**config.mk**
```make
export PLATFORM = sky130hd
export DESIGN_NAME = vdecode_stage
export DESIGN_NICKNAME = d
export VERILOG_FILES = /design/src/source/vdecode_pkg.sv /design/src/source/element_counter.sv /design/src/source/emul_calc.sv /design/src/source/segment_sequencer.sv /design/src/source/offset_select.sv /design/src/source/decode_execute_reg.sv /design/src/source/vdecode_stage.sv
export SDC_FILE = /design/constraint.sdc
export NUM_CORES = 1
export LEC_CHECK = 0
export BUFFER_PORTS_ARGS = -buffer_cell sky130_fd_sc_hd__buf_2
export CAP_MARGIN = 5
export CORE_UTILIZATION = 46
export CTS_CLUSTER_SIZE = 24
export DETAILED_ROUTE_END_ITERATION = 10
export PLACE_DENSITY = 0.85
export SYNTH_ARGS = -nofsm -noshare
export SYNTH_HDL_FRONTEND = slang
export SYNTH_SLANG_ARGS = --single-unit
```
**constraint.sdc**
```tcl
create_clock -name CLK -period 4.2 [get_ports CLK]
set_input_delay 0.21 -clock CLK [delete_from_list [all_inputs] [get_ports CLK]]
set_output_delay 0.21 -clock CLK [all_outputs]
set_load 0.1 [all_outputs]
```
**src/source/vdecode_pkg.sv**
```systemverilog
// vector decode package with configuration types, offset source encodings and sizing constants
package vdecode_pkg;

  // sizing
  localparam int VLEN          = 128;
  localparam int LANES         = 2;
  localparam int ELEMS_PER_REG = VLEN / 32;
  localparam int OFFSET_W      = 8;

  typedef logic [OFFSET_W-1:0] offset_t;
  typedef logic [31:0]         vl_t;
  typedef logic [4:0]          reg_idx_t;
  typedef logic [31:0]         word_t;
  typedef logic [2:0]          nf_t;

  // element widths, encoded as log2 of the byte count
  typedef enum logic [1:0] {
    SEW8  = 2'd0,
    SEW16 = 2'd1,
    SEW32 = 2'd2
  } sew_t;

  typedef enum logic [1:0] {
    WIDTH8  = 2'd0,
    WIDTH16 = 2'd1,
    WIDTH32 = 2'd2
  } width_t;

  // register grouping, vtype vlmul field encoding
  typedef enum logic [2:0] {
    LMUL1      = 3'b000,
    LMUL2      = 3'b001,
    LMUL4      = 3'b010,
    LMUL8      = 3'b011,
    LMULFOURTH = 3'b110,
    LMULHALF   = 3'b111
  } vlmul_t;

  typedef enum logic [2:0] {
    VS2_SRC_NORMAL        = 3'd0,
    VS2_SRC_IDX_PLUS_RS1  = 3'd1,
    VS2_SRC_IDX_PLUS_UIMM = 3'd2,
    VS2_SRC_IDX_PLUS_1    = 3'd3,
    VS2_SRC_IDX_MINUS_1   = 3'd4,
    VS2_SRC_RS1           = 3'd5,
    VS2_SRC_UIMM          = 3'd6,
    VS2_SRC_ZERO          = 3'd7
  } vs2_src_t;

  typedef enum logic [2:0] {
    VD_SRC_NORMAL        = 3'd0,
    VD_SRC_ZERO          = 3'd1,
    VD_SRC_IDX_PLUS_RS1  = 3'd2,
    VD_SRC_IDX_PLUS_UIMM = 3'd3,
    VD_SRC_IDX_PLUS_1    = 3'd4
  } vd_src_t;

  typedef enum logic [2:0] {
    RED_NONE = 3'd0,
    RED_SUM  = 3'd1,
    RED_AND  = 3'd2,
    RED_MIN  = 3'd3,
    RED_MINU = 3'd4,
    RED_MAX  = 3'd5,
    RED_MAXU = 3'd6
  } red_op_t;

endpackage

```
**src/source/element_counter.sv**
```systemverilog
// element counter that walks element offsets two lanes per cycle from vstart to the element count
`timescale 1ns/1ps

module element_counter import vdecode_pkg::*; (
  input  logic    CLK,
  input  logic    nRST,
  input  logic    start,
  input  logic    restart,
  input  logic    stall,
  input  logic    flush,
  input  vl_t     vstart,
  input  vl_t     elem_vl,
  output offset_t offset,
  output logic    active,
  output logic    done
);

  vl_t     pair_end;
  offset_t start_offset;

  // first element after the current lane pair
  assign pair_end     = vl_t'(offset) + vl_t'(LANES);
  assign start_offset = vstart[OFFSET_W-1:0];

  // final pair of this field
  assign done = active && (pair_end >= elem_vl);

  always_ff @(posedge CLK, negedge nRST) begin
    if (!nRST) begin
      offset <= '0;
      active <= 1'b0;
    end else if (flush) begin
      offset <= '0;
      active <= 1'b0;
    end else if (start) begin
      offset <= start_offset;
      active <= 1'b1;
    end else if (active && !stall) begin
      if (done) begin
        // next segment field walks again from vstart
        if (restart) begin
          offset <= start_offset;
        end else begin
          active <= 1'b0;
        end
      end else begin
        offset <= offset + offset_t'(LANES);
      end
    end
  end

endmodule

```
**src/source/emul_calc.sv**
```systemverilog
// EMUL and element count derivation for the current vector instruction
`timescale 1ns/1ps

module emul_calc import vdecode_pkg::*; (
  input  sew_t   sew,
  input  vlmul_t lmul,
  input  width_t eew,
  input  logic   is_load,
  input  logic   is_store,
  input  logic   full_reg,
  input  nf_t    nf,
  input  vl_t    vl,
  output vlmul_t emul,
  output vl_t    elem_vl
);

  logic              is_mem;
  logic signed [3:0] emul_log;
  vlmul_t            mem_emul;

  // log2 of the grouping, fractional groupings negative
  function automatic logic signed [3:0] lmul_log(input vlmul_t m);
    case (m)
      LMULFOURTH: lmul_log = -4'sd2;
      LMULHALF:   lmul_log = -4'sd1;
      LMUL2:      lmul_log = 4'sd1;
      LMUL4:      lmul_log = 4'sd2;
      LMUL8:      lmul_log = 4'sd3;
      default:    lmul_log = 4'sd0;
    endcase
  endfunction

  assign is_mem = is_load | is_store;

  // EMUL = EEW / SEW * LMUL, done in the log domain
  assign emul_log = lmul_log(lmul) + signed'({2'b00, eew}) - signed'({2'b00, sew});

  always_comb begin
    if (emul_log <= -4'sd2) begin
      mem_emul = LMULFOURTH;
    end else if (emul_log >= 4'sd3) begin
      mem_emul = LMUL8;
    end else begin
      case (emul_log)
        -4'sd1:  mem_emul = LMULHALF;
        4'sd1:   mem_emul = LMUL2;
        4'sd2:   mem_emul = LMUL4;
        default: mem_emul = LMUL1;
      endcase
    end
  end

  assign emul = is_mem ? mem_emul : lmul;

  // whole-register moves cover every element of nf+1 registers
  always_comb begin
    if (is_mem && full_reg) begin
      elem_vl = vl_t'(ELEMS_PER_REG) * (vl_t'(nf) + 32'd1);
    end else begin
      elem_vl = vl;
    end
  end

endmodule

```
**src/source/segment_sequencer.sv**
```systemverilog
// segment field sequencer that steps the destination register by EMUL for each field
`timescale 1ns/1ps

module segment_sequencer import vdecode_pkg::*; (
  input  logic     CLK,
  input  logic     nRST,
  input  logic     start,
  input  logic     done,
  input  logic     stall,
  input  logic     flush,
  input  logic     is_load,
  input  logic     is_store,
  input  logic     full_reg,
  input  nf_t      nf,
  input  vlmul_t   emul,
  input  reg_idx_t vd,
  output logic     restart,
  output logic     last_field,
  output reg_idx_t cur_vd
);

  nf_t        field_idx;
  logic       segment;
  logic [1:0] reg_shift;
  reg_idx_t   vd_step;

  // strided/unit segment access, whole-register ops are a single field
  assign segment    = (is_load | is_store) & ~full_reg & (nf != '0);
  assign last_field = ~segment | (field_idx == nf);
  assign restart    = done & ~last_field;

  always_ff @(posedge CLK, negedge nRST) begin
    if (!nRST) begin
      field_idx <= '0;
    end else if (flush || start) begin
      field_idx <= '0;
    end else if (done && !stall) begin
      if (last_field) begin
        field_idx <= '0;
      end else begin
        field_idx <= field_idx + nf_t'(1);
      end
    end
  end

  // registers per field, fractional groupings still take one
  always_comb begin
    case (emul)
      LMUL2:   reg_shift = 2'd1;
      LMUL4:   reg_shift = 2'd2;
      LMUL8:   reg_shift = 2'd3;
      default: reg_shift = 2'd0;
    endcase
  end

  // wraps modulo 32 like the register index
  assign vd_step = reg_idx_t'(field_idx) << reg_shift;
  assign cur_vd  = vd + vd_step;

endmodule

```
**src/source/offset_select.sv**
```systemverilog
// offset selection for destination and source-2 lanes with masked write enables
`timescale 1ns/1ps

module offset_select import vdecode_pkg::*; (
  input  offset_t    offset,
  input  vs2_src_t   vs2_src,
  input  vd_src_t    vd_src,
  input  word_t      xs1,
  input  logic [4:0] imm5,
  input  logic       vm,
  input  logic [1:0] mask_bits,
  input  vl_t        vstart,
  input  vl_t        vl,
  input  logic       is_store,
  output offset_t    woffset0,
  output offset_t    woffset1,
  output offset_t    vs2_offset0,
  output offset_t    vs2_offset1,
  output logic       wen0,
  output logic       wen1
);

  offset_t rs1_off;
  offset_t uimm_off;
  logic    vs2_fixed;
  logic    window_ok;

  assign rs1_off  = xs1[OFFSET_W-1:0];
  assign uimm_off = offset_t'(imm5);

  always_comb begin
    vs2_fixed = 1'b0;
    case (vs2_src)
      VS2_SRC_IDX_PLUS_RS1:  vs2_offset0 = offset + rs1_off;
      VS2_SRC_IDX_PLUS_UIMM: vs2_offset0 = offset + uimm_off;
      VS2_SRC_IDX_PLUS_1:    vs2_offset0 = offset + offset_t'(1);
      VS2_SRC_IDX_MINUS_1:   vs2_offset0 = offset - offset_t'(1);
      VS2_SRC_RS1: begin
        vs2_offset0 = rs1_off;
        vs2_fixed   = 1'b1;
      end
      VS2_SRC_UIMM: begin
        vs2_offset0 = uimm_off;
        vs2_fixed   = 1'b1;
      end
      VS2_SRC_ZERO: begin
        vs2_offset0 = '0;
        vs2_fixed   = 1'b1;
      end
      default:               vs2_offset0 = offset;
    endcase
  end

  // scalar and immediate sources feed both lanes the same element
  assign vs2_offset1 = vs2_fixed ? vs2_offset0 : vs2_offset0 + offset_t'(1);

  always_comb begin
    case (vd_src)
      VD_SRC_ZERO:          woffset0 = '0;
      VD_SRC_IDX_PLUS_RS1:  woffset0 = offset + rs1_off;
      VD_SRC_IDX_PLUS_UIMM: woffset0 = offset + uimm_off;
      VD_SRC_IDX_PLUS_1:    woffset0 = offset + offset_t'(1);
      default:              woffset0 = offset;
    endcase
  end

  assign woffset1 = (vd_src == VD_SRC_ZERO) ? woffset0 : woffset0 + offset_t'(1);

  // nothing is written past the vstart/vl window or by a store
  assign window_ok = (vstart < vl) & ~is_store;
  assign wen0      = window_ok & (vm | mask_bits[0]);
  assign wen1      = window_ok & (vm | mask_bits[1]);

endmodule

```
**src/source/decode_execute_reg.sv**
```systemverilog
// decode/execute pipeline register with stall hold, flush clear and reduction identity
`timescale 1ns/1ps

module decode_execute_reg import vdecode_pkg::*; (
  input  logic     CLK,
  input  logic     nRST,
  input  logic     stall,
  input  logic     flush,
  input  logic     active,
  input  logic     done,
  input  logic     last_field,
  input  reg_idx_t cur_vd,
  input  offset_t  woffset0,
  input  offset_t  woffset1,
  input  offset_t  vs2_offset0,
  input  offset_t  vs2_offset1,
  input  logic     wen0,
  input  logic     wen1,
  input  red_op_t  red_op,
  input  vl_t      elem_vl,
  output logic     de_valid,
  output reg_idx_t de_vd,
  output offset_t  de_woffset0,
  output offset_t  de_woffset1,
  output offset_t  de_vs2_offset0,
  output offset_t  de_vs2_offset1,
  output logic     de_wen0,
  output logic     de_wen1,
  output word_t    de_red_init,
  output vl_t      de_vl,
  output logic     de_done
);

  logic  is_red;
  word_t red_init;

  assign is_red = (red_op != RED_NONE);

  // starting accumulator for each reduction kind
  always_comb begin
    case (red_op)
      RED_AND, RED_MINU: red_init = 32'hffff_ffff;
      RED_MIN:           red_init = 32'h7fff_ffff;
      RED_MAX:           red_init = 32'h8000_0000;
      default:           red_init = '0;
    endcase
  end

  // control half of the record
  always_ff @(posedge CLK, negedge nRST) begin
    if (!nRST) begin
      de_valid <= 1'b0;
      de_wen0  <= 1'b0;
      de_wen1  <= 1'b0;
      de_done  <= 1'b0;
    end else if (flush) begin
      de_valid <= 1'b0;
      de_wen0  <= 1'b0;
      de_wen1  <= 1'b0;
      de_done  <= 1'b0;
    end else if (!stall) begin
      de_valid <= active;
      de_wen0  <= active & wen0;
      // reductions accumulate through lane 0 only
      de_wen1  <= active & wen1 & ~is_red;
      de_done  <= done & last_field;
    end
  end

  // payload half, only meaningful with de_valid
  always_ff @(posedge CLK) begin
    if (!stall) begin
      de_vd          <= cur_vd;
      de_woffset0    <= woffset0;
      de_woffset1    <= woffset1;
      de_vs2_offset0 <= vs2_offset0;
      de_vs2_offset1 <= vs2_offset1;
      de_red_init    <= red_init;
      de_vl          <= elem_vl;
    end
  end

endmodule

```
**src/source/vdecode_stage.sv**
```systemverilog
// vector decode stage top level with element sequencing and the busy latch
`timescale 1ns/1ps

module vdecode_stage import vdecode_pkg::*; (
  input  logic       CLK,
  input  logic       nRST,
  input  logic       v_start,
  input  logic       stall,
  input  logic       flush,
  input  sew_t       sew,
  input  vlmul_t     lmul,
  input  width_t     eew,
  input  vl_t        vl,
  input  vl_t        vstart,
  input  logic       is_load,
  input  logic       is_store,
  input  logic       full_reg,
  input  nf_t        nf,
  input  reg_idx_t   vd,
  input  vs2_src_t   vs2_src,
  input  vd_src_t    vd_src,
  input  word_t      xs1,
  input  logic [4:0] imm5,
  input  logic       vm,
  input  logic [1:0] mask_bits,
  input  red_op_t    red_op,
  output logic       de_valid,
  output reg_idx_t   de_vd,
  output offset_t    de_woffset0,
  output offset_t    de_woffset1,
  output offset_t    de_vs2_offset0,
  output offset_t    de_vs2_offset1,
  output logic       de_wen0,
  output logic       de_wen1,
  output word_t      de_red_init,
  output vl_t        de_vl,
  output logic       de_done,
  output logic       busy
);

  vlmul_t   emul;
  vl_t      elem_vl;
  offset_t  offset;
  logic     active;
  logic     done;
  logic     restart;
  logic     last_field;
  reg_idx_t cur_vd;
  offset_t  woffset0;
  offset_t  woffset1;
  offset_t  vs2_offset0;
  offset_t  vs2_offset1;
  logic     wen0;
  logic     wen1;

  emul_calc u_emul_calc (
    .sew(sew), .lmul(lmul), .eew(eew), .is_load(is_load), .is_store(is_store),
    .full_reg(full_reg), .nf(nf), .vl(vl), .emul(emul), .elem_vl(elem_vl)
  );

  element_counter u_element_counter (
    .CLK(CLK), .nRST(nRST), .start(v_start), .restart(restart), .stall(stall),
    .flush(flush), .vstart(vstart), .elem_vl(elem_vl), .offset(offset),
    .active(active), .done(done)
  );

  segment_sequencer u_segment_sequencer (
    .CLK(CLK), .nRST(nRST), .start(v_start), .done(done), .stall(stall),
    .flush(flush), .is_load(is_load), .is_store(is_store), .full_reg(full_reg),
    .nf(nf), .emul(emul), .vd(vd), .restart(restart), .last_field(last_field),
    .cur_vd(cur_vd)
  );

  offset_select u_offset_select (
    .offset(offset), .vs2_src(vs2_src), .vd_src(vd_src), .xs1(xs1), .imm5(imm5),
    .vm(vm), .mask_bits(mask_bits), .vstart(vstart), .vl(vl), .is_store(is_store),
    .woffset0(woffset0), .woffset1(woffset1), .vs2_offset0(vs2_offset0),
    .vs2_offset1(vs2_offset1), .wen0(wen0), .wen1(wen1)
  );

  decode_execute_reg u_decode_execute_reg (
    .CLK(CLK), .nRST(nRST), .stall(stall), .flush(flush), .active(active),
    .done(done), .last_field(last_field), .cur_vd(cur_vd), .woffset0(woffset0),
    .woffset1(woffset1), .vs2_offset0(vs2_offset0), .vs2_offset1(vs2_offset1),
    .wen0(wen0), .wen1(wen1), .red_op(red_op), .elem_vl(elem_vl),
    .de_valid(de_valid), .de_vd(de_vd), .de_woffset0(de_woffset0),
    .de_woffset1(de_woffset1), .de_vs2_offset0(de_vs2_offset0),
    .de_vs2_offset1(de_vs2_offset1), .de_wen0(de_wen0), .de_wen1(de_wen1),
    .de_red_init(de_red_init), .de_vl(de_vl), .de_done(de_done)
  );

  // busy from start until the last record leaves, a new start wins over done
  always_ff @(posedge CLK, negedge nRST) begin
    if (!nRST) begin
      busy <= 1'b0;
    end else if (flush) begin
      busy <= 1'b0;
    end else if (v_start) begin
      busy <= 1'b1;
    end else if (de_done) begin
      busy <= 1'b0;
    end
  end

endmodule

```
# After elaboration in Yosys (flattened, before gate mapping)

Cells that the tools add are included.

Register bits: 118
Input bits: 136
Output and inout port bits: 106
Logic and storage cells: 135

Add/sub/neg operators: 13
$lt $le $gt $ge: 4
Equality and inequality tests: 30
Shift operators: 1
Multiplexer cells: 37
Bitwise gates (word level): 19
Reduce and logical (&&, ||, !) cells: 16

Operator list:

| operator                                                               | count |
|---|---|
| 32-bit one-hot mux with 3 select lines                                 | 1 |
| 8-bit two-way mux                                                      | 7 |
| 8-bit one-hot mux with 7 select lines                                  | 1 |
| 32-bit greater-or-equal comparator                                     | 1 |
| 32-bit < comparator                                                    | 1 |
| 32-bit two-way mux                                                     | 1 |
| 8-bit one-hot mux with 4 select lines                                  | 1 |
| 3-bit by 2-bit equality test with 1-bit output (second input constant) | 10 |
| 3-bit equality test (second input constant)                            | 9 |
| 8-bit by 1-bit adder with 8-bit output (second input constant)         | 3 |
| 4-bit one-hot mux with 5 select lines                                  | 1 |
| 3-bit two-way mux                                                      | 6 |
| 1-bit two-way mux                                                      | 17 |
| 3-bit nonzero test                                                     | 5 |
| 3-bit by 1-bit equality test with 1-bit output (second input constant) | 4 |
| 1-bit AND                                                              | 10 |
| 8-bit by 2-bit adder with 9-bit output (second input constant)         | 1 |
| 3-bit one-hot mux with 3 select lines                                  | 1 |
| 8-bit by 2-bit adder with 8-bit output (second input constant)         | 1 |
| 8-bit by 5-bit adder with 8-bit output                                 | 1 |
| 8-bit adder                                                            | 1 |
| 8-bit by 1-bit subtractor with 8-bit output (second input constant)    | 1 |
| 2-bit one-hot mux with 3 select lines                                  | 1 |
| 5-bit adder                                                            | 1 |
| other kinds (24)                                                       | 34 |

# Depth between registers and ports, before layout

Gate-level depths: netlist of the first run.

Word-level depth: 13
Gate-level depth with buffers: 20
Gate-level depth less buffers: 20

# By module

A second synthesis of the first run with hierarchy kept.

Cells, all modules: 797
Area total of the unflattened synthesis: 7473.4 um^2

Modules (own cells, without submodules):

| module             | times used | cells each | area an instance (um^2) | seq. area each (um^2) |
|---|---|---|---|---|
| offset_select      | 1          | 430        | 2944.1                  | 0.0 |
| decode_execute_reg | 1          | 123        | 2568.7                  | 2232.1 |
| element_counter    | 1          | 101        | 905.9                   | 225.2 |
| segment_sequencer  | 1          | 68         | 510.5                   | 75.1 |
| emul_calc          | 1          | 71         | 500.5                   | 0.0 |
| vdecode_stage      | 1          | 4          | 43.8                    | 25.0 |

# Least setup slack after synthesis of the first run

No wires, ideal clock.

Kind: input port to flip-flop
Start: input lmul[2]
End: register u_decode_execute_reg.de_vd[4] (data pin)
Setup time: 0.260 ns
Arrival: 3.215 ns
Data required time: 3.940 ns
Path slack: 0.725 ns
Cell stages on the path: 19
Path through: inv_1 -> o21ai_0 -> ha_1 -> inv_1 -> ha_1 -> inv_1 -> fa_1 -> xor2_1 -> nor3_1 -> a21oi_1 -> a21oi_1 -> mux2i_1 -> nand2b_1 -> fa_1 -> inv_1 -> a21o_1 -> a21oi_1 -> xor2_1 -> xnor2_1

Longest elaborated chain between the ends: 13
Elaborated cells between the ends (all ways): 23
Those cells by class: 3 x add/sub; 2 x order compare; 11 x eq/ne; 1 x shift; 6 x mux

RTL lines:

| what                                                                                                                    | RTL line                 | source |
|---|---|---|
| from (decl)                                                                                                             | vdecode_stage.sv:11      | `input vlmul_t lmul,` |
| 3-bit by 2-bit equality test with 1-bit output, or another cell as far along                                            | emul_calc.sv:23          | `case (m)` |
| 4-bit one-hot mux with 5 select lines                                                                                   | emul_calc.sv:23          |  |
| 4-bit by 3-bit adder with 4-bit output                                                                                  | emul_calc.sv:36          | `assign emul_log = lmul_log(lmul) + signed'({2'b00, eew}) - signed'({2'b00, sew});` |
| 4-bit by 3-bit subtractor with 4-bit output                                                                             | emul_calc.sv:36          |  |
| 4-bit by 2-bit equality test with 1-bit output, or another cell as far along                                            | emul_calc.sv:44          | `case (emul_log)` |
| 3-bit one-hot mux with 3 select lines                                                                                   | emul_calc.sv:44          |  |
| 3-bit two-way mux                                                                                                       | emul_calc.sv:41          | `end else if (emul_log >= 4'sd3) begin` |
| 3-bit two-way mux                                                                                                       | emul_calc.sv:39          | `if (emul_log <= -4'sd2) begin` |
| 3-bit two-way mux *                                                                                                     | emul_calc.sv:53          | `assign emul = is_mem ? mem_emul : lmul;` |
| 3-bit by 2-bit equality test with 1-bit output / 3-bit by 1-bit equality test with 1-bit output (equally long branches) | segment_sequencer.sv:48  | `case (emul)` |
| 2-bit one-hot mux with 3 select lines *                                                                                 | segment_sequencer.sv:48  |  |
| 3-bit by 2-bit left shift with 5-bit output *                                                                           | segment_sequencer.sv:57  | `assign vd_step = reg_idx_t'(field_idx) << reg_shift;` |
| 5-bit adder *                                                                                                           | segment_sequencer.sv:58  | `assign cur_vd = vd + vd_step;` |
| via cur_vd[4]                                                                                                           | vdecode_stage.sv:48      | `reg_idx_t cur_vd;` |
| to (signal assigned)                                                                                                    | decode_execute_reg.sv:73 | `de_vd <= cur_vd;` |
| to (decl)                                                                                                               | decode_execute_reg.sv:22 | `output reg_idx_t de_vd,` |

Mark *: on every way through the listed nets, which the timed path passes. The rest lies on a longest branch.
A chain may end at the register's enable or synchronous reset.

# Worst setup path in the final report of the first run

Start: register u_element_counter.offset[1]
End: register u_element_counter.offset[3]

Longest elaborated chain between the ends: 7
Elaborated cells between the ends (all ways): 11
Those cells by class: 2 x add/sub; 1 x order compare; 1 x eq/ne; 4 x mux; 1 x bitwise; 2 x reduce/logical

RTL lines:

| what                                   | RTL line              | source |
|---|---|---|
| from (decl)                            | element_counter.sv:13 | `output offset_t offset,` |
| from (signal assigned)                 | element_counter.sv:36 | `offset <= start_offset;` |
| from (signal assigned)                 | element_counter.sv:42 | `offset <= start_offset;` |
| from (signal assigned)                 | element_counter.sv:47 | `offset <= offset + offset_t'(LANES);` |
| 8-bit by 2-bit adder with 9-bit output | element_counter.sv:22 | `assign pair_end = vl_t'(offset) + vl_t'(LANES);` |
| 32-bit greater-or-equal comparator     | element_counter.sv:26 | `assign done = active && (pair_end >= elem_vl);` |
| 1-bit logical AND                      | element_counter.sv:26 |  |
| 8-bit two-way mux                      | element_counter.sv:39 | `if (done) begin` |
| 8-bit two-way mux                      | element_counter.sv:38 | `end else if (active && !stall) begin` |
| 8-bit two-way mux                      | element_counter.sv:35 | `end else if (start) begin` |
| 8-bit two-way mux                      | element_counter.sv:32 | `end else if (flush) begin` |

Several ways; a longest one is shown, not always the timed one. The select of a mux whose other input is x is not followed.

==> results of run 1 <==
==> final timing paths <==
check / startpoint / end / slack (ns) / depth (start not counted)
max in group asynchronous: nRST / u_element_counter.offset[3]$_DFFE_PN0P_ / 3.55 / 2
worst min register to register: u_decode_execute_reg.de_wen1$_DFFE_PN0P_ / u_decode_execute_reg.de_wen1$_DFFE_PN0P_ / 0.50 / 2
worst min-delay path: vstart[0] / u_element_counter.offset[0]$_DFFE_PN0P_ / 0.12 / 3
worst max-delay path: u_element_counter.offset[1]$_DFFE_PN0P_ / u_element_counter.offset[3]$_DFFE_PN0P_ / 0.54 / 11
min in group asynchronous: nRST / u_segment_sequencer.field_idx[0]$_DFFE_PN0P_ / 0.34 / 2
worst max register to register: u_element_counter.offset[1]$_DFFE_PN0P_ / u_element_counter.offset[3]$_DFFE_PN0P_ / 0.54 / 11
==> stage by stage <==
step	cells	hold WS (ns)
after floorplan	803	-0.0856
after global placement	1180	0.172
after detailed placement	1180	0.187
after CTS	1196	0.112
after global routing	1196	0.130
final	1196	0.122
==> flip-flops by register name, indices dropped and copies added, names as in the netlist <==
name                                 cells
u_decode_execute_reg.de_woffset0         8
u_decode_execute_reg.de_wen1             1
u_decode_execute_reg.de_done             1
u_decode_execute_reg.de_valid            1
u_segment_sequencer.field_idx            3
u_decode_execute_reg.de_wen0             1
u_decode_execute_reg.de_vs2_offset1      8
u_element_counter.active                 1
u_element_counter.offset                 8
busy                                     1
u_decode_execute_reg.de_red_init         2
u_decode_execute_reg.de_woffset1         8
u_decode_execute_reg.de_vd               5
u_decode_execute_reg.de_vs2_offset0      8
u_decode_execute_reg.de_vl              32
==> power groups by stage <==
stage	registers, W	clock network, W	logic [W]
floorplan	0.00160	0	0.000711
global placement	0.00110	0	0.00145
detailed placement	0.00110	0	0.00146
CTS	0.00108	0.000777	0.00147
global route	0.00109	0.000805	0.00156
finish	0.00108	0.000759	0.00148
==> layer usage <==
layer	vias up	wire (um)	share of wire (%)
met5	-	0	0
li1	3259	-	-
met1	3201	8600	41
met3	43	1850	8.9
met4	0	439	2.1
met2	306	9840	47
==> worst reg2reg max path, delay by kind of cell, from the launching register on <==
family / cells / cell delay, ns
simple gates: 1 / 0.22
compound gates: 7 / 1.72
fa+ha+maj: 2 / 0.68
xor+xnor: 1 / 0.27
flops: 1 / 0.65
==> kinds of logic (layout without fill, tap and decap cells) <==
kind of cell	Yosys count	after routing	synth area share, %
xor gates and xnor gates	38	38	4.46
buffers and inverters	135	312	8.74
adders and majority gates	75	75	13.1
and+or+nand+nor	257	257	18.4
DFF	88	88	34.2
AOI/OAI and AO/OA	191	191	18.4
muxes	19	19	2.65
==> final cells by class <==
| cell class | instances | area (sq um) |
|---|---|---|
| flip-flops and latches | 88 | 2560 |
| clock inverters | 6 | 43.8 |
| multi-input cells | 580 | 4260 |
| inverters | 72 | 270 |
| repair buffers | 225 | 1150 |
| well taps | 216 | 270 |
| fillers | 1477 | 7110 |
| clock buffers | 9 | 225 |
==> cells in the final DEF (no fill, tap or decap), types with 5 or more instances in the layout <==
cell and n:
a211o_1 7, a211oi_1 11, a21o_1 15, a21oi_1 35
a31oi_1 9, and2_1 27, and3_1 11, buf_2 217
buf_4 7, clkbuf_16 9, dfrtp_1 17, edfxtp_1 71
fa_1 5, ha_1 70, inv_1 68, mux2_2 6
mux2i_1 13, nand2_1 48, nand2b_1 14, nand3_1 15
nand4_1 16, nor2_1 53, nor2b_1 7, nor3_1 22
nor3b_1 5, nor4_1 9, o211ai_1 8, o21a_1 5
o21ai_0 30, o221ai_1 5, o31a_1 6, or2_2 5
or3_1 5, xnor2_1 27, xor2_1 11
==> what timing repair did <==
action | in CTS | in global routing
hold endpoints to repair | 17 | 0
hold buffers | 1 | 0
setup buffers | 0 | 0
==> flow_metrics.py, run 1 <==
metrics = {
    "power": {
        "power_density_mw_per_mm2": 378,
        "ir_drop_mv": 0.321,
        "power.share.sequential_pct": 32.6,
        "switchingPower_w": 0.00153,
        "comb_power_share_pct": 44.5,
        "p_leak_nw": 4.08,
        "finalPower_w": 0.00332,
        "switching_share_pct": 46.2,
        "p_int_w": 0.00179,
        "p_clk_share_pct": 22.9,
    },
    "sta": {
        "setup_ws_ns": 0.537,
        "hold_viol_final": 0,
        "rsz0062_at_grt": "no",
        "slew_headroom_pct": 37.1,
        "finalCriticalPeriod_ns": 3.66,
        "max_freq_mhz": 273,
        "final.period_utilization_pct": 87.2,
        "tightest_slew_ns": 0.944,
        "skew_ns": 0.0101,
        "setup_viol": 0,
        "drv_slew": 0,
        "final.setup.tns_ns": 0,
    },
    "placement": {
        "pre_cts_ws_ns": 0.257,
        "gp_congestion": 1.00,
        "hpwl_um": 16000,
        "io_buffers": 217,
        "placed_area_sq_mm": 0.00850,
    },
    "clock_tree": {
        "cts_tree": "built",
        "cts-root-buf": "clkbuf_16",
        "cts_max_level": 3,
        "clock_latency_ns": 0.35,
        "cts_buffers": 9,
        "clkTransAtPathRegs_ns": 0.07,
        "clock_sinks": 88,
        "cts_buffer_depth": 2,
        "post_cts_resized": 0,
    },
    "synth": {
        "synth_largest_area_cell": "edfxtp_1",
        "synth-seq-cells": 88,
        "syn_area_per_cell_sq_um": 9.30,
        "synthTopCellsByCount": "71 x edfxtp_1, 70 x ha_1, 69 x inv_1",
        "synthArstFlopShare_pct": 19.3,
        "syn_nets": 1014,
        "ys_warn_count": 0,
        "syn_area_sq_mm": 0.00747,
        "ys_seq_area_share_pct": 34.2,
        "synth_edf_count": 71,
        "synth_area_leaders": "edfxtp_1 29%, ha_1 12%, dfrtp_1 5.7%, inv_1 3.5%, xnor2_1 3.2%",
        "yosysUniqueCellTypes": 84,
        "synthFlopType": "edfxtp_1",
        "synth.most_common_cell": "edfxtp_1",
        "synth_top_area_share_pct": 28.5,
        "syn_inst": 803,
    },
    "floorplan": {
        "ios": 242,
        "die_w_um": 129,
        "core_area_sq_mm": 0.0159,
        "initial_core_util_pct": 47.0,
        "die-area_sq_mm": 0.0168,
        "rows": 46,
        "die_h_um": 129,
    },
    "global_routing": {
        "grt_pass1_vias": 6052,
        "globalRouteMet1Util_pct": 30.6,
        "busiest_layer": "met2",
        "grt_use_met2_pct": 40.4,
        "antenna_found_initial": 0,
        "grt_overflow": 0,
        "track_usage_pct": 24.4,
        "use_met3_pct": 7.47,
        "grt_pass1_wl_um": 31100,
        "grt_start_max_net_pins": 73,
    },
    "layout": {
        "drive_gt1_share_pct": 27.6,
        "area_delta_synth_final_pct": 17.5,
        "antenna_cells": 0,
        "stdcell_area_sq_mm": 0.00878,
        "fin_nets": 1187,
        "final_util_pct": 55.3,
    },
    "critical_path": {
        "cp_cell_sequence": "ha_1 > nand3_1 > xnor2_1 > ha_1 > a21o_1 > a21o_1 > a211oi_1 > o31a_1 > o31ai_2 > a31o_1 > a211o_1",
        "critical-path-max-stage-delay_ns": 0.65,
        "worstSetupPathType": "flip-flop to flip-flop",
        "required_ns": 4.43,
        "path_max_fanout": 10,
        "critical-path-top-delay-family": "compound AO/OA/AOI/OAI gates",
        "cp_slowest_cell": "dfrtp_1",
        "arrival_ns": 3.89,
        "cp-start-kind": "flip-flop",
        "cp-end-kind": "flip-flop",
        "crit_buf_inv": 0,
    },
    "run_status": {
        "status": "completed",
    },
    "route": {
        "vias": 6809,
        "drc": 0,
        "ant_nets": 0,
        "avgRoutedWirePerCell_um": 17.3,
        "viasPerCell": 5.69,
        "wl_um": 20700,
        "initialDrtViolationCount": 663,
        "firstDrtPassIters": 6,
    },
    "min_path": {
        "hp-class": "input port to flip-flop",
    },
    "flow_run": {
        "maxCapViolCount": 0,
    },
}
No activity file was read; power rests on OpenSTA's default activity.
==> run 2: changes to the inputs <==
--- a/config.mk
+++ b/config.mk
@@ -8,6 +8,7 @@
 export BUFFER_PORTS_ARGS = -buffer_cell sky130_fd_sc_hd__buf_2
 export CAP_MARGIN = 5
 export CORE_UTILIZATION = 46
+export CTS_BUF_LIST = sky130_fd_sc_hd__clkbuf_2 sky130_fd_sc_hd__clkbuf_4 sky130_fd_sc_hd__clkbuf_8
 export CTS_CLUSTER_SIZE = 24
 export DETAILED_ROUTE_END_ITERATION = 10
 export PLACE_DENSITY = 0.85
==> run 2 against run 1 <==
  * Via count hardly changed
  * Flip-flop and latch count is the same
  * Final area down 1.2%
  * Fmax rose by 0.50%
  * Die area unchanged
  * Worst hold slack worse by 0.033 ns
==> flow_metrics.py, run 2 (same netlist as run 1, synthesis figures left out) <==
metrics = {
    "route": {
        "avgRoutedWirePerCell_um": 17.3,
        "wl_um": 20600,
        "highest-signal-layer": "met4",
        "drc": 0,
        "initialDrtViolationCount": 588,
        "viasPerCell": 5.69,
        "vias": 6805,
        "m1WireLength_um": 8550,
        "met3_wirelength_um": 1830,
        "dr_wl_met2_um": 9820,
        "ant_nets": 0,
        "firstDrtPassIters": 5,
    },
    "clock_tree": {
        "cts_buffer_depth": 2,
        "clkTransAtPathRegs_ns": 0.10,
        "clock_latency_ns": 0.38,
        "cts-root-buf": "clkbuf_8",
        "post_cts_resized": 0,
        "cts_max_level": 3,
        "cts_tree": "built",
        "cts_buffers": 9,
        "clock_sinks": 88,
    },
    "sta": {
        "slew_headroom_pct": 36.6,
        "setup_viol": 0,
        "rsz0062_at_grt": "no",
        "skew_ns": 0.0114,
        "final.period_utilization_pct": 86.8,
        "final.setup.tns_ns": 0,
        "tightest_slew_ns": 0.951,
        "drv_slew": 0,
        "hold_viol_final": 0,
        "max_freq_mhz": 274,
        "finalCriticalPeriod_ns": 3.64,
    },
    "critical_path": {
        "worstSetupPathType": "flip-flop to flip-flop",
        "required_ns": 4.46,
        "cp-end-kind": "flip-flop",
        "critical-path-max-stage-delay_ns": 0.66,
        "cp_slowest_cell": "dfrtp_1",
        "cp_cell_sequence": "ha_1 > nand3_1 > xnor2_1 > ha_1 > a21o_1 > a21o_1 > a211oi_1 > o31a_1 > o31ai_2 > a31o_1 > a211o_1",
        "arrival_ns": 3.91,
        "path_max_fanout": 10,
        "cp-start-kind": "flip-flop",
    },
    "layout": {
        "drive_gt1_share_pct": 27.6,
        "area_delta_synth_final_pct": 16.2,
        "largest_reg_flops": 32,
        "regMostFlops": "u_decode_execute_reg.de_vl",
        "final_common_cell": "buf_2",
        "antenna_cells": 0,
        "final_cells": 1196,
        "fin_nets": 1187,
        "final_cell_mix": "217 x buf_2, 71 x edfxtp_1, 70 x ha_1",
    },
    "floorplan": {
        "initial_core_util_pct": 47.0,
        "ios": 242,
        "die_h_um": 129,
        "die_w_um": 129,
        "die-area_sq_mm": 0.0168,
        "core_area_sq_mm": 0.0159,
        "rows": 46,
    },
    "placement": {
        "io_buffers": 217,
        "hpwl_um": 16000,
        "gp_congestion": 1.00,
        "place_inst": 1180,
    },
    "power": {
        "p_leak_nw": 4.04,
        "ir_drop_mv": 0.321,
        "power_density_mw_per_mm2": 358,
    },
    "global_routing": {
        "grt_pass1_vias": 6040,
        "grt_overflow": 0,
        "grt_start_max_net_pins": 73,
        "track_usage_pct": 24.3,
        "grt_pass1_wl_um": 30900,
        "antenna_found_initial": 0,
    },
    "flow_run": {
        "maxCapViolCount": 0,
    },
    "min_path": {
        "hp-class": "input port to flip-flop",
    },
    "run_status": {
        "status": "completed",
    },
}
-- run 2: timing repair --
item | 4_1_cts | 5_1_grt
endpoints found under the hold margin | 17 | 0
setup buffers | 0 | 0
hold buffers | 1 | 0
-- run 2: worst max-delay path, delay by kind of cell (launching register included) --
kind	cells	cell delay [ns]
simple gates	1	0.22
xor+xnor	1	0.27
compound gates	7	1.70
fa+ha+maj	2	0.67
flops	1	0.66
-- run 2: power breakdown --
group | switching (W) | internal [W] | total, W
logic | 0.00113 | 0.000345 | 0.00147
registers | 0.0000433 | 0.00104 | 0.00108
clock network | 0.000332 | 0.000215 | 0.000547
-- run 2: layout make-up --
type	count	area (sq um)
clock inverters	6	43.8
flip-flops and latches	88	2560
inverters	72	270
clock buffers	9	124
repair buffers	225	1150
multi-input cells	580	4260
well taps	216	270
fillers	1477	7210
-- run 2: routing by layer --
layer	up-vias	track usage (%)
met3	42	7.06
met4	0	7.46
met1	3188	30.7
li1	3258	-
met5	-	0
met2	317	40.1
-- run 2: path summary, 6_finish.rpt --
kind,startpoint,endpoint,slack [ns],depth (start not counted)
min,vstart[0],u_element_counter.offset[0]$_DFFE_PN0P_,0.09,3
min in group asynchronous,nRST,u_segment_sequencer.field_idx[0]$_DFFE_PN0P_,0.30,2
max reg2reg,u_element_counter.offset[1]$_DFFE_PN0P_,u_element_counter.offset[3]$_DFFE_PN0P_,0.56,11
max in group asynchronous,nRST,u_decode_execute_reg.de_valid$_DFFE_PN0P_,3.57,2
max,u_element_counter.offset[1]$_DFFE_PN0P_,u_element_counter.offset[3]$_DFFE_PN0P_,0.56,11
min reg2reg,u_decode_execute_reg.de_wen0$_DFFE_PN0P_,u_decode_execute_reg.de_wen0$_DFFE_PN0P_,0.50,2
-- run 2: stage by stage --
step,setup WS (ns),utilization (%),cell area (sq um),power [W],hold WS (ns)
after global routing,0.301,54.6,8680,0.00324,0.0816
after global placement,0.376,53.5,8500,0.00255,0.172
after floorplan,0.725,-,7470,0.00231,-0.0856
after CTS,0.589,54.6,8680,0.00311,0.0737
after detailed placement,0.257,53.5,8500,0.00256,0.187
final,0.556,54.6,8680,0.00310,0.0885
